==> config.mk <==
export PLATFORM = sky130hd
export DESIGN_NAME = i2c_bit_engine
export DESIGN_NICKNAME = d
export VERILOG_FILES = /design/src/common/i2c_pkg.sv /design/src/i2c/i2c_bit_engine.sv
export SDC_FILE = /design/constraint.sdc
export NUM_CORES = 1
export LEC_CHECK = 0
export BUFFER_PORTS_ARGS = -buffer_cell sky130_fd_sc_hd__buf_4
export CAP_MARGIN = 5
export CORE_MARGIN = 2
export CORE_UTILIZATION = 30
export CTS_BUF_LIST = sky130_fd_sc_hd__clkbuf_8
export DETAILED_ROUTE_END_ITERATION = 10
export PLACE_DENSITY = 0.48
export SLEW_MARGIN = 20
export SYNTH_ARGS = -nofsm -noshare
export SYNTH_HDL_FRONTEND = slang
export SYNTH_SLANG_ARGS = --single-unit
==> constraint.sdc <==
create_clock -name dri_clk -period 2.61 [get_ports dri_clk]
set_clock_uncertainty 0.05 [all_clocks]
set_input_delay 0 -clock dri_clk [delete_from_list [all_inputs] [get_ports dri_clk]]
set_output_delay 0 -clock dri_clk [all_outputs]
set_load 0.05 [all_outputs]
==> src/common/i2c_pkg.sv <==
package i2c_pkg;

    // --------------------
    // widths with a meaning
    // --------------------
    typedef logic [6:0]  slave_addr_t;   // 7-bit device address
    typedef logic [15:0] word_addr_t;    // word address inside the device
    typedef logic [7:0]  data_t;         // one data byte
    typedef logic [5:0]  phase_cnt_t;    // cycle count within a phase

    // one command from the user side, 26 bits
    typedef struct packed {
        logic       rh_wl;     // 1 read, 0 write
        logic       bit_ctrl;  // 1 two address bytes, 0 one
        word_addr_t addr;
        data_t      wdata;
    } i2c_cmd_t;

    // --------------------
    // wire phases
    // --------------------
    typedef enum logic [2:0] {
        pk_start_addr,    // START then a byte
        pk_restart_addr,  // repeated START then a byte
        pk_tx_byte,       // byte out, then ack slot
        pk_rx_byte,       // byte in, then NACK
        pk_stop           // STOP
    } phase_kind_e;

    // request from sequencer to bit engine, 11 bits
    typedef struct packed {
        phase_kind_e kind;
        data_t       tx_byte;
    } phase_req_t;

    // phase lengths in dri_clk cycles, four cycles per SCL period
    localparam phase_cnt_t ADDR_PHASE_LEN = 6'd40;  // start/restart + 8 bits + ack
    localparam phase_cnt_t BYTE_PHASE_LEN = 6'd36;  // 8 bits + ack/nack
    localparam phase_cnt_t STOP_PHASE_LEN = 6'd17;  // stop condition and bus free time

endpackage

==> src/i2c/i2c_bit_engine.sv <==
`timescale 1ns/1ps

module i2c_bit_engine (
    input  logic                 dri_clk,
    input  logic                 rst_n,

    input  i2c_pkg::phase_req_t  phase_req,
    input  logic                 phase_valid,
    output logic                 phase_done,
    output i2c_pkg::data_t       rx_byte,

    output logic                 scl,
    output logic                 sda_out,
    output logic                 sda_oe,
    input  logic                 sda_in
);

    import i2c_pkg::*;

    phase_cnt_t phase_cnt;
    phase_cnt_t phase_last;
    phase_cnt_t bit_cnt;    // position inside the byte part of the phase
    logic [2:0] bit_idx;
    logic       is_addr;
    logic       is_restart;
    logic       is_rx;
    data_t      rx_shift;

    assign is_restart = (phase_req.kind == pk_restart_addr);
    assign is_addr    = (phase_req.kind == pk_start_addr) || is_restart;
    assign is_rx      = (phase_req.kind == pk_rx_byte);

    // address phases carry a 4-cycle start prologue ahead of the byte
    assign bit_cnt = is_addr ? phase_cnt - 6'd4 : phase_cnt;
    assign bit_idx = 3'd7 - bit_cnt[4:2];  // msb first

    // --------------------
    // phase counter
    // --------------------
    always_comb begin
        case (phase_req.kind)
            pk_start_addr,
            pk_restart_addr: phase_last = ADDR_PHASE_LEN - 6'd1;
            pk_stop:         phase_last = STOP_PHASE_LEN - 6'd1;
            default:         phase_last = BYTE_PHASE_LEN - 6'd1;
        endcase
    end

    assign phase_done = phase_valid && (phase_cnt == phase_last);

    always_ff @(posedge dri_clk or negedge rst_n) begin
        if (!rst_n) begin
            phase_cnt <= '0;
        end else if (!phase_valid || phase_done) begin
            phase_cnt <= '0;  // next phase starts at 0 without a gap
        end else begin
            phase_cnt <= phase_cnt + 6'd1;
        end
    end

    // --------------------
    // scl / sda schedule
    // --------------------
    always_ff @(posedge dri_clk or negedge rst_n) begin
        if (!rst_n) begin
            scl     <= 1'b1;
            sda_out <= 1'b1;
            sda_oe  <= 1'b1;
        end else if (!phase_valid) begin
            scl     <= 1'b1;  // bus idle, both lines high
            sda_out <= 1'b1;
            sda_oe  <= 1'b1;
        end else if (phase_req.kind == pk_stop) begin
            case (phase_cnt)
                6'd0: begin
                    sda_oe  <= 1'b1;
                    sda_out <= 1'b0;
                end
                6'd1:    scl     <= 1'b1;
                6'd3:    sda_out <= 1'b1;  // sda rises with scl high
                default: ;
            endcase
        end else if (is_addr && (phase_cnt < 6'd4)) begin
            // start or repeated start
            case (phase_cnt[1:0])
                2'd0: begin
                    sda_oe  <= 1'b1;
                    sda_out <= 1'b1;
                end
                2'd1: begin
                    if (is_restart) begin
                        scl <= 1'b1;
                    end else begin
                        sda_out <= 1'b0;  // START, scl already high
                    end
                end
                2'd2: begin
                    if (is_restart) begin
                        sda_out <= 1'b0;  // repeated START
                    end
                end
                default: scl <= 1'b0;
            endcase
        end else begin
            case (bit_cnt[1:0])
                2'd0: begin
                    if (bit_cnt < 6'd32) begin
                        sda_oe  <= !is_rx;
                        sda_out <= is_rx ? 1'b1 : phase_req.tx_byte[bit_idx];
                    end else begin
                        sda_oe  <= is_rx;  // NACK on rx, release for slave ack on tx
                        sda_out <= 1'b1;
                    end
                end
                2'd1:    scl <= 1'b1;
                2'd3:    scl <= 1'b0;
                default: ;
            endcase
        end
    end

    // --------------------
    // receive
    // --------------------
    always_ff @(posedge dri_clk) begin
        if (phase_valid && is_rx && (bit_cnt[1:0] == 2'd1) && (bit_cnt < 6'd32)) begin
            rx_shift <= {rx_shift[6:0], sda_in};  // msb arrives first
        end
    end

    assign rx_byte = rx_shift;

    a_req_stable : assert property (@(posedge dri_clk) disable iff (!rst_n)
        (phase_valid && !phase_done) |=> $stable(phase_req));

endmodule

==> impl_metrics.tcl <==
set metrics [dict create \
    final_cell_mix "buf_4, nor2_1, edfxtp_1, nand2_1, ha_1" \
    num_vias 981 \
    drc 0 \
    wl_per_cell_um 14.57 \
    crit_arrival_ps 2300 \
    area_growth_pct 22.15 \
    syn_area_mm2 0.001220 \
    yosys_warnings 0 \
    syn-num-nets 140 \
    start_util 0.3094 \
    path_class "reg2reg" \
    first_iter_violations 32 \
    rsz0062_at_grt "false" \
    cts_buffers 3 \
    fmax_mhz 459.6 \
    peakVddDrop_uv 188.8 \
    grt_pass1_vias 1003 \
    final_common_cell "buf_4" \
    async_reset_ff_frac 0.5294 \
    die_area_mm2 0.004593 \
    synth_cells 118 \
    synth-seq-area-share 0.3846 \
    tightest_slew_ps 385.1 \
    clkLatencyLatePin_ps 250 \
    slew_viol_final 0 \
    dr.pass1.iters 4 \
    ys.flop_type "edfxtp_1" \
    clk_path_buf_depth 2 \
    clk_pin_slew_ps 70 \
    synth-seq-cells 17 \
    die_w_um 67.77 \
    cts_tree "built" \
    startpoint_type "flip-flop" \
    synth_cell_types 48 \
    core_mm2 0.003943 \
    nets 167 \
    layout-drive-gt1-share 0.3056 \
    ios 27 \
    slew_headroom 0.7433 \
    crit_required_ps 2730 \
    syn_avg_cell_area_um2 10.34 \
    cp-end-kind "flip-flop" \
    antenna_found_initial 0 \
    grt_usage 0.1373 \
    path_max_fanout 9 \
    powerDensity_mw_per_mm2 442.2 \
    tns_ps 0 \
    grt_max_degree 14 \
    grt_pass1_wl_um 4781 \
    place_congestion 0.9059 \
    die_height_um 67.77 \
    maxCapViolCount 0 \
    synth_edf_count 8 \
    finalCritPeriodShare 0.8336 \
    holdWs_ps 16.76 \
    ant_nets 0 \
    clock-sinks 17 \
    min_path_type "in2reg" \
    outcome "complete, no violations" \
    portBuffers 26 \
    diodes 0 \
    h-tree-depth 1 \
    power_leakage_nw 0.6136 \
    routed_wl_um 2827 \
    min_period_ps 2176 \
    cts_root_buffer "clkbuf_8" \
    num_rows 23 \
    place_hpwl_um 2222 \
    setup_viol 0 \
    grt.overflow.total 0 \
    hold_violations 0 \
    via_per_inst 5.057 \
]
[metrics by stage]
step | power [mW] | std cells | instance area (µm²) | utilization | setup slack [ps]
finish | 0.6590 | 194 | 1490 | 0.3780 | 434.2
global route | 0.6931 | 194 | 1490 | 0.3780 | 227.5
CTS | 0.6638 | 194 | 1490 | 0.3780 | 431.1
detailed placement | 0.4642 | 188 | 1424 | 0.3612 | 450.0
global placement | 0.4641 | 188 | 1424 | 0.3612 | 491.6
floorplan | 0.4161 | 118 | 1220 | - | 510.3
[worst paths after layout]
check                        startpoint           end  slack (ps)  depth (start not counted)
min in group asynchronous         rst_n  phase_cnt[5]          70                          2
min                         phase_valid  phase_cnt[1]          20                          2
max in group asynchronous         rst_n           scl        2220                          2
max reg2reg                phase_cnt[3]       sda_out         430                          7
min reg2reg                  rx_byte[1]    rx_byte[2]         410                          0
max                        phase_cnt[3]       sda_out         430                          7
[cell families after synthesis]
group,Yosys count,synth area share
mux,8,0.07179
compound gates,27,0.1703
buf+inv,11,0.05948
xor+xnor,7,0.05026
simple gates,41,0.1918
fa+ha+maj,7,0.07179
flops,17,0.3846
[routing by layer]
metal  global-route usage  vias to the layer above  wire, µm
li1                     -                      487         -
met1               0.1963                      473      1389
met2               0.2157                       19      1347
met3              0.01667                        2        66
met4              0.04250                        0        23
met5                    0                        -         0
[sequential cells by signal, indices dropped and copies added, names as in the netlist]
name       cells
sda_oe         1
scl            1
rx_byte        8
phase_cnt      6
sda_out        1
[critical path, stage by stage, from the launching register on]
cell and delay [ps]:
dfrtp_1 550, inv_1 150, ha_1 400, mux2_2 370
a22oi_1 190, nand3_1 90, a21boi_0 200, a31oi_1 100
[Yosys cell counts (2+ instances only)]
library cell | count | area (µm²)
nor2_1 | 10 | 37.54
edfxtp_1 | 8 | 240.2
ha_1 | 7 | 87.58
nand2_1 | 7 | 26.28
dfrtp_1 | 6 | 150.1
inv_1 | 5 | 18.77
mux2i_1 | 5 | 50.05
nor4_1 | 5 | 31.28
xnor2_1 | 5 | 43.79
a22oi_1 | 4 | 30.03
buf_6 | 4 | 45.04
a21o_1 | 3 | 22.52
a21oi_1 | 3 | 15.01
a31oi_1 | 3 | 18.77
dfstp_2 | 3 | 78.83
nand3_1 | 3 | 15.01
nor3_1 | 3 | 15.01
mux2_2 | 2 | 22.52
nor3b_2 | 2 | 25.02
xor2_1 | 2 | 17.52
[where the power goes]
group / internal (mW) / switching (mW)
combinational: 0.0711 / 0.0875
clock: 0.106 / 0.0909
sequential: 0.292 / 0.0114
[area by class of cell]
cell class | instances | area (µm²)
Clock inverter | 1 | 5.005
Inverter | 5 | 18.77
Timing Repair Buffer | 28 | 215.2
Multi-Input combinational cell | 90 | 678.2
Tap cell | 50 | 62.56
Sequential cell | 17 | 469.2
Clock buffer | 3 | 41.29
Fill cell | 394 | 2452
[repair_timing]
| action | in CTS | in global routing |
|---|---|---|
| endpoints found under the hold margin | 10 | 0 |
| hold buffers | 2 | 0 |
| resized for setup | 0 | 0 |
| buffers inserted | 0 | 0 |
Power figures use the tool's default switching activity.
