[src/common/i2c_pkg.sv]
package i2c_pkg;

    // --------------------
    // widths with a meaning
    // --------------------
    typedef logic [6:0]  slave_addr_t;   // 7-bit device address
    typedef logic [15:0] word_addr_t;    // word address inside the device
    typedef logic [7:0]  data_t;         // one data byte
    typedef logic [5:0]  phase_cnt_t;    // cycle count within a phase

    // one command from the user side, 26 bits
    typedef struct packed {
        logic       rh_wl;     // 1 read, 0 write
        logic       bit_ctrl;  // 1 two address bytes, 0 one
        word_addr_t addr;
        data_t      wdata;
    } i2c_cmd_t;

    // --------------------
    // wire phases
    // --------------------
    typedef enum logic [2:0] {
        pk_start_addr,    // START then a byte
        pk_restart_addr,  // repeated START then a byte
        pk_tx_byte,       // byte out, then ack slot
        pk_rx_byte,       // byte in, then NACK
        pk_stop           // STOP
    } phase_kind_e;

    // request from sequencer to bit engine, 11 bits
    typedef struct packed {
        phase_kind_e kind;
        data_t       tx_byte;
    } phase_req_t;

    // phase lengths in dri_clk cycles, four cycles per SCL period
    localparam phase_cnt_t ADDR_PHASE_LEN = 6'd40;  // start/restart + 8 bits + ack
    localparam phase_cnt_t BYTE_PHASE_LEN = 6'd36;  // 8 bits + ack/nack
    localparam phase_cnt_t STOP_PHASE_LEN = 6'd17;  // stop condition and bus free time

endpackage

[src/i2c/i2c_txn_seq.sv]
`timescale 1ns/1ps

module i2c_txn_seq #(
    parameter i2c_pkg::slave_addr_t SLAVE_ADDR = 7'b1010000
) (
    input  logic                 dri_clk,
    input  logic                 rst_n,

    input  logic                 i2c_exec,
    input  i2c_pkg::i2c_cmd_t    i2c_cmd,

    output i2c_pkg::phase_req_t  phase_req,
    output logic                 phase_valid,
    input  logic                 phase_done,
    input  i2c_pkg::data_t       rx_byte,

    output i2c_pkg::data_t       i2c_data_r,
    output logic                 i2c_done
);

    import i2c_pkg::*;

    typedef enum logic [2:0] {
        idle,
        sladdr,    // device address, write bit
        addr16,    // word address high byte
        addr8,     // word address low byte
        data_wr,
        addr_rd,   // device address again, read bit
        data_rd,
        stop
    } seq_state_e;

    seq_state_e state_q;
    seq_state_e state_d;
    i2c_cmd_t   cmd_q;
    logic       accept;

    // exec only counts in idle, and not in the done cycle
    assign accept = (state_q == idle) && i2c_exec && !i2c_done;

    // --------------------
    // state machine
    // --------------------
    always_ff @(posedge dri_clk or negedge rst_n) begin
        if (!rst_n) begin
            state_q <= idle;
        end else begin
            state_q <= state_d;
        end
    end

    always_comb begin
        state_d = state_q;
        case (state_q)
            idle:    if (accept) state_d = sladdr;
            sladdr:  if (phase_done) state_d = cmd_q.bit_ctrl ? addr16 : addr8;
            addr16:  if (phase_done) state_d = addr8;
            addr8:   if (phase_done) state_d = cmd_q.rh_wl ? addr_rd : data_wr;
            data_wr: if (phase_done) state_d = stop;
            addr_rd: if (phase_done) state_d = data_rd;
            data_rd: if (phase_done) state_d = stop;
            stop:    if (phase_done) state_d = idle;
            default: state_d = idle;
        endcase
    end

    // command is held for the whole transaction
    always_ff @(posedge dri_clk) begin
        if (accept) begin
            cmd_q <= i2c_cmd;
        end
    end

    // --------------------
    // phase request
    // --------------------
    assign phase_valid = (state_q != idle);

    always_comb begin
        phase_req.kind    = pk_stop;
        phase_req.tx_byte = '0;
        case (state_q)
            sladdr: begin
                phase_req.kind    = pk_start_addr;
                phase_req.tx_byte = {SLAVE_ADDR, 1'b0};  // write
            end
            addr16: begin
                phase_req.kind    = pk_tx_byte;
                phase_req.tx_byte = cmd_q.addr[15:8];
            end
            addr8: begin
                phase_req.kind    = pk_tx_byte;
                phase_req.tx_byte = cmd_q.addr[7:0];
            end
            data_wr: begin
                phase_req.kind    = pk_tx_byte;
                phase_req.tx_byte = cmd_q.wdata;
            end
            addr_rd: begin
                phase_req.kind    = pk_restart_addr;
                phase_req.tx_byte = {SLAVE_ADDR, 1'b1};  // read
            end
            data_rd: phase_req.kind = pk_rx_byte;
            default: ;                                   // stop, idle
        endcase
    end

    // --------------------
    // results
    // --------------------
    always_ff @(posedge dri_clk or negedge rst_n) begin
        if (!rst_n) begin
            i2c_done <= 1'b0;
        end else begin
            i2c_done <= (state_q == stop) && phase_done;  // one cycle after stop ends
        end
    end

    always_ff @(posedge dri_clk) begin
        if ((state_q == data_rd) && phase_done) begin
            i2c_data_r <= rx_byte;  // held until next read
        end
    end

    a_done_single : assert property (@(posedge dri_clk) disable iff (!rst_n)
        i2c_done |=> !i2c_done);

    // engine must only finish a phase it was given
    a_done_in_phase : assert property (@(posedge dri_clk) disable iff (!rst_n)
        phase_done |-> phase_valid);

endmodule

[config.mk]
export PLATFORM = sky130hd
export DESIGN_NAME = i2c_txn_seq
export DESIGN_NICKNAME = d
export VERILOG_FILES = /design/src/common/i2c_pkg.sv /design/src/i2c/i2c_txn_seq.sv
export SDC_FILE = /design/constraint.sdc
export NUM_CORES = 1
export LEC_CHECK = 0
export BUFFER_PORTS_ARGS = -buffer_cell sky130_fd_sc_hd__buf_4
export CAP_MARGIN = 5
export CORE_MARGIN = 2
export CORE_UTILIZATION = 46
export CTS_CLUSTER_SIZE = 16
export DETAILED_ROUTE_END_ITERATION = 8
export PLACE_DENSITY_LB_ADDON = 0.25
export REMOVE_ABC_BUFFERS = 1
export SLEW_MARGIN = 20
export SYNTH_ARGS = -nofsm -noshare
export SYNTH_HDL_FRONTEND = slang
export SYNTH_SLANG_ARGS = --single-unit
[constraint.sdc]
create_clock -name dri_clk -period 4.55 [get_ports dri_clk]
set_input_delay 0.91 -clock dri_clk [delete_from_list [all_inputs] [get_ports dri_clk]]
set_output_delay 0.91 -clock dri_clk [all_outputs]
set_load 0.05 [all_outputs]
==> summary.md, run 1 <==
| Metric | Value |
|---|---|
| Run status | `finished clean` |
| Core footprint | `roughly 3000 um^2` |
| Initial Utilization | `0.4793` |
| Worst endpoint required time | `3640 ps` |
| RSZ-0062 raised after global routing | `no` |
| Dpl hpwl | `1961 um` |
| Lkg Pwr | `about 0.81 nW` |
| Final period util | `0.6200` |
| Ports | `between 50 and 60` |
| Final TNS setup | `0 ps` |
| Clock Pin Slew Worst Setup and Hold Paths | `approximately 100 ps` |
| Vias in the first global route | `between 900 and 1,000` |
| Via count | `951` |
| Slew @ Worst Pin | `between 700 and 800 ps` |
| CTS max path bufs | `2` |
| Yosys warns | `0` |
| Post-Syn Instances | `87` |
| Max-slew violation count | `0` |
| Antenna violations before repair | `0` |
| Fin crit period | `between 2000 and 3000 ps` |
| Fill cells | `231` |
| H-tree Lvls | `2` |
| VDD IR max | `262.5 uV` |
| Global-route wire length before repair | `3967 um` |
| Port Buffers | `58` |
| Rel. slew slack | `0.4948` |
| Maxcap violations | `0` |
| Die width | `about 60 um` |
| Synth Area per Inst | `16.68 um^2` |
| Place WS | `about 2100 ps` |
| Skew-Pair Late Insertion Delay | `330 ps` |
| Num CTS Buffers | `5` |
| ANT nets after route | `0` |
| DR DRC count | `0` |
| Multi-input logic area | `315.3 um^2` |
| FF+latch area | `between 1000 and 1500 um^2` |
| Vias/cell | `4.902` |
| CTS resizes | `0` |
| CTS Hold Buffers Added | `0` |
| Fin Hold WS | `around 360 ps` |
| Hold Fails Final Rpt | `0` |
| Largest net degree at the start of global routing | `23` |
| DR pass1 iterations | `3` |
| Fmax | `354.5 MHz` |
| Layout area overhead | `38.10%` |
| Post-CTS Setup Repair Bufs | `0` |
| Power per cell area | `633.3 nW/um^2` |
| Clock sink total | `38` |
| Synth cell types | `25` |
| # diodes | `0` |
| Nets@finish | `roughly 190` |
| GRT overflow | `0` |
| Share of cells above drive strength 1 | `0.4467` |
| Die height | `60.17 um` |
| CTS tree | `yes` |
| Design Power | `roughly 1.3 mW` |
| WL final | `~2600 um` |
| Yosys reg bits | `38` |
| Gr usage total | `0.1579` |
| Clock root cell | `clkbuf_4` |
| Critical path fanouts, max | `22` |
| GPL Wtd Cong | `0.7263` |
| 1st-iter DRT viols | `13` |
| Setup CP Type | `reg -> out` |
| Routed wire per std cell | `13.30 um` |
| Skew final | `roughly 6.8 ps` |
| Cells on worst reg2reg path | `3` |
| Mapped Area | `1451 um^2` |
| Rows | `20` |
| Final setup margin | `~1700 ps` |
| Sequential area share after synthesis | `0.7724` |
| Crit end category | `output port` |
| CP arrival | `between 1500 and 2000 ps` |
| DIE AREA | `3620 um^2` |
| CP Launch Type | `flop` |
| Finish-stage setup viols | `0` |
| Worst hold path class | `in -> async` |
==> synthesized netlist by cell type (all sizes together) <==
library cell | n | area, um^2
a21o | 1 | 7.510
a21oi | 3 | 15.01
a22oi | 2 | 15.01
and3 | 1 | 6.260
and4 | 1 | 8.760
buf | 2 | 10.01
clkbuf | 2 | 7.510
dfrtp | 4 | 100.1
edfxtp | 34 | 1021
inv | 1 | 3.750
mux2i | 6 | 60.06
nand2 | 4 | 15.01
nand2b | 2 | 12.51
nand3 | 2 | 10.01
nor2 | 3 | 11.26
nor2b | 3 | 18.77
nor3b | 1 | 12.51
o21a | 1 | 7.510
o21ai | 2 | 10.00
o21bai | 1 | 7.510
o22ai | 3 | 18.77
o2bb2ai | 6 | 52.55
or3 | 1 | 11.26
xnor2 | 1 | 8.760
==> sequential cells by signal, indices dropped and copies added, names as in the netlist <==
name,flops
i2c_data_r,8
cmd_q,26
i2c_done,1
state_q,3
==> metrics by stage <==
stage                 util  cell area, um^2  std cells
floorplan                -             1434         83
global route        0.6620             2004        194
finish              0.6620             2004        194
CTS                 0.6620             2004        194
detailed placement  0.6426             1946        186
global placement    0.6376             1931        185
==> cells by family after synthesis <==
group                  synth area share
flip-flops                       0.7724
buffers and inverters           0.01465
AO/OA/AOI/OAI                   0.09224
multiplexers                    0.04138
XOR/XNOR                       0.006036
AND/OR/NAND/NOR                 0.07327
==> where the power goes <==
part | leakage [nW] | total (mW) | switching [mW] | internal [mW]
registers | 0.357 | 0.515 | 0.0753 | 0.440
clock network | 0.0326 | 0.174 | 0.0979 | 0.0763
logic | 0.422 | 0.580 | 0.381 | 0.200
total | 0.811 | 1.27 | 0.554 | 0.716
==> routing by layer <==
layer | share of wire | wire length (um) | GRT usage | vias to the layer above
li1 | - | - | - | 459
met1 | 0.39 | 1003 | 0.1669 | 445
met2 | 0.52 | 1329 | 0.2671 | 40
met3 | 0.074 | 192 | 0.05628 | 7
met4 | 0.021 | 55 | 0.09524 | 0
met5 | 0 | 0 | 0 | -
==> critical path, cell delays in order (launching register included) <==
cell	delay [ps]
dfrtp_1	670
nor2b_1	370
a22oi_1	110
o22ai_1	200
buf_4	230
==> layout make-up <==
| type | count | area share |
|---|---|---|
| Timing Repair Buffer | 59 | 0.2247 |
| Tap cell | 44 | 0.02747 |
| Multi-Input combinational cell | 44 | 0.1573 |
| Clock buffer | 8 | 0.02934 |
| Sequential cell | 38 | 0.5593 |
| Inverter | 1 | 0.001873 |
==> cell usage in the layout (no fill, tap or decap), types with 3 or more instances in the layout <==
cell type,netlist,routed
nor2b_1,3,3
clkbuf_4,0,5
o2bb2ai_1,6,6
nand2_1,4,4
edfxtp_1,34,34
dfrtp_1,4,4
mux2i_1,6,6
a21oi_1,3,3
o22ai_1,3,3
nor2_1,3,3
buf_4,0,58
==> path summary, 6_finish.rpt <==
path / from / end / slack [ps]
worst max-delay path: state_q[0] / phase_req[7] / 1730
worst min-delay path: rst_n / state_q[2] / 360
worst max register to register: state_q[0] / cmd_q[16] / 2260
worst min register to register: cmd_q[25] / state_q[0] / 620
max in group asynchronous: rst_n / state_q[1] / 4100
min in group dri_clk: cmd_q[25] / state_q[0] / 620
Note: power is estimated with default switching activity, not from simulation.
==> run 2, diff against run 1 <==
--- a/config.mk
+++ b/config.mk
@@ -8,7 +8,7 @@
 export BUFFER_PORTS_ARGS = -buffer_cell sky130_fd_sc_hd__buf_4
 export CAP_MARGIN = 5
 export CORE_MARGIN = 2
-export CORE_UTILIZATION = 46
+export CORE_UTILIZATION = 42
 export CTS_CLUSTER_SIZE = 16
 export DETAILED_ROUTE_END_ITERATION = 8
 export PLACE_DENSITY_LB_ADDON = 0.25
==> constraint.sdc (replaced) <==
create_clock -name dri_clk -period 2.5 [get_ports dri_clk]
set_input_delay 0.5 -clock dri_clk [delete_from_list [all_inputs] [get_ports dri_clk]]
set_output_delay 0.5 -clock dri_clk [all_outputs]
set_load 0.05 [all_outputs]
==> summary.md, run 2 (synthesis gave the netlist of run 1 again) <==
| Metric | Value |
|---|---|
| Clock sink total | `38 (unchanged)` |
| ANT nets after route | `0 (unchanged)` |
| Vias in the first global route | `948 (+2.8%)` |
| Clock root cell | `clkbuf_4` |
| Largest net degree at the start of global routing | `28 (+22%)` |
| Rel. slew slack | `0.6999 (+0.2051)` |
| GRT overflow | `0 (unchanged)` |
| Final TNS setup | `0 ps (unchanged)` |
| DR DRC count | `0 (unchanged)` |
| Die width | `62.79 um (+4.3%)` |
| Gr usage total | `0.1531 (-0.004749)` |
| FF+latch area | `1122 um^2 (+0.11%)` |
| Max-slew violation count | `0 (unchanged)` |
| # diodes | `0 (unchanged)` |
| Skew-Pair Late Insertion Delay | `340 ps (about the same)` |
| Antenna violations before repair | `0 (unchanged)` |
| WL final | `2678 um (+3.8%)` |
| CP arrival | `1810 ps (-100 ps)` |
| Crit path cell chain | `nand2b_1, nor2_1, o2bb2ai_1, buf_4` |
| RSZ-0062 raised after global routing | `no` |
| Multi-input logic area | `315.3 um^2 (unchanged)` |
| Dpl hpwl | `1943 um (-0.94%)` |
| Clock network fraction of total power | `0.141 (+0.004)` |
| Lkg Pwr | `0.8156 nW (+0.51%)` |
| Port Buffers | `58 (unchanged)` |
| Critical path fanouts, max | `16 (-27%)` |
| Ports | `59 (unchanged)` |
| CTS tree | `yes` |
| Via count | `939 (-1.3%)` |
| Core Util, Final | `0.6029 (-0.05906)` |
| Worst path top cell family by delay | `flip-flops` |
| Worst path slowest cell | `dfrtp_1` |
| Routed wire per std cell | `13.59 um (+2.2%)` |
| Placed inst area | `1941 um^2 (-0.26%)` |
| Skew final | `12.85 ps (+6.090 ps)` |
| Post-CTS Setup Repair Bufs | `0 (unchanged)` |
| Finish-stage setup viols | `0 (unchanged)` |
| Switching Power | `1.017 mW (+84%)` |
| Buf/Inv on CP | `1 (unchanged)` |
| Worst hold path class | `in -> reg` |
| H-tree Lvls | `2 (unchanged)` |
| Num CTS Buffers | `5 (unchanged)` |
| Worst endpoint required time | `2000 ps (-1640 ps)` |
| Most common cell after layout, fill and taps aside | `buf_4` |
| Fin crit period | `2306 ps` |
| Setup CP Type | `reg -> out` |
| Max stage delay on crit path | `640 ps (-30 ps)` |
| Register share of total power | `0.406 (about the same)` |
| Slew @ Worst Pin | `450.1 ps (-307.7 ps)` |
| Max reg flops | `26 (unchanged)` |
| 1st-iter DRT viols | `100 (+87)` |
| Die height | `62.79 um (+4.3%)` |
| Clock Pin Slew Worst Setup and Hold Paths | `110 ps (about the same)` |
| Vias/cell | `4.766 (-2.8%)` |
| Rows | `21 (+5.0%)` |
| Initial Utilization | `0.4349 (-0.04439)` |
| CP Launch Type | `flop` |
| Sw frac | `0.4396 (+0.003341)` |
| Share of cells above drive strength 1 | `0.4570 (+0.01029)` |
| CTS max path bufs | `2 (unchanged)` |
| DIE AREA | `3942 um^2 (+8.9%)` |
| VDD IR max | `507.3 uV (+93%)` |
| Nets@finish | `188 (+0.53%)` |
| Run status | `finished clean` |
| Comb pwr share | `0.453 (-0.004)` |
| Cell internal pwr | `1.297 mW (+81%)` |
| Fmax | `433.6 MHz` |
| Post-Layout Inst Area | `2012 um^2 (+0.37%)` |
| Top Registers | `cmd_q (26), i2c_data_r (8), state_q (3)` |
| Hold Fails Final Rpt | `0 (unchanged)` |
| GPL Wtd Cong | `0.7428 (+2.3%)` |
| Global-route wire length before repair | `4395 um (+11%)` |
| Most frequent cells in the layout | `buf_4, edfxtp_1, mux2i_1, o2bb2ai_1, clkbuf_4` |
| Crit end category | `output port` |
| Maxcap violations | `0 (unchanged)` |
| Core footprint | `3337 um^2 (+10%)` |
| Layout area overhead | `38.62%` |
| DR pass1 iterations | `4 (+1)` |
| Top reg by flops | `cmd_q` |
| Final period util | `0.9224` |
| Fill cells | `283 (+23%)` |
| Power per cell area | `1150 nW/um^2 (+82%)` |
| Fin Hold WS | `320.8 ps (-35.64 ps)` |
==> run 2: cell count changes in the layout (fill, tap and decap cells not counted) <==
cell	delta
dlygate4sd3_1	+1
dfrtp_1	-1
buf_8	-1
buf_4	+1
clkbuf_1	-1
dfrtp_2	+1
clkinv_2	+1
==> run 2: power groups by stage <==
| stage | clock, mW | sequential [mW] | combinational, mW |
|---|---|---|---|
| after global placement | 0 | 0.944 | 1.04 |
| after global routing | 0.374 | 0.960 | 1.10 |
| after CTS | 0.339 | 0.937 | 1.06 |
| after detailed placement | 0 | 0.951 | 1.06 |
| final | 0.327 | 0.939 | 1.05 |
| after floorplan | 0 | 0.971 | 0.695 |
==> run 2: path summary, 6_finish.rpt <==
kind                                  from           end  slack (ps)  cells past startpoint
max in group asynchronous            rst_n    state_q[0]        1920                      2
worst max-delay path            state_q[2]  phase_req[2]         190                      4
worst min register to register   cmd_q[25]    state_q[0]         630                      3
min in group asynchronous            rst_n    state_q[1]         470                      2
worst max register to register  state_q[2]     cmd_q[12]         610                      3
worst min-delay path            i2c_cmd[5]      cmd_q[5]         320                      1
==> run 2: repair_timing <==
| action | in CTS | in global routing |
|---|---|---|
| setup endpoints to repair | 0 | 2 |
| hold buffers | 1 | 0 |
| resized for setup | 0 | 1 |
| hold endpoints to repair | 4 | 0 |
==> run 2: final cells by class <==
class | instances | area share
clock buffers | 7 | 0.02736
clock inverters | 1 | 0.002488
inverters | 1 | 0.001866
multi-input cells | 44 | 0.1567
flip-flops and latches | 38 | 0.5578
well taps | 46 | 0.02861
repair buffers | 60 | 0.2251
==> run 2: stage by stage <==
| step | cells | total power, mW | setup slack [ps] |
|---|---|---|---|
| final | 197 | 2.314 | 194.0 |
| after global routing | 197 | 2.439 | 52.08 |
| after CTS | 197 | 2.337 | 46.49 |
| after detailed placement | 188 | 2.008 | 459.4 |
| after global placement | 188 | 1.988 | 557.3 |
| after floorplan | 83 | 1.667 | -142.1 |
==> run 2: layer usage <==
metal	GRT usage	vias to the layer above	wire length, um
met2	0.2392	39	1369
li1	-	462	-
met5	0	-	0
met4	0.06667	0	44
met1	0.1752	434	1048
met3	0.08108	4	216
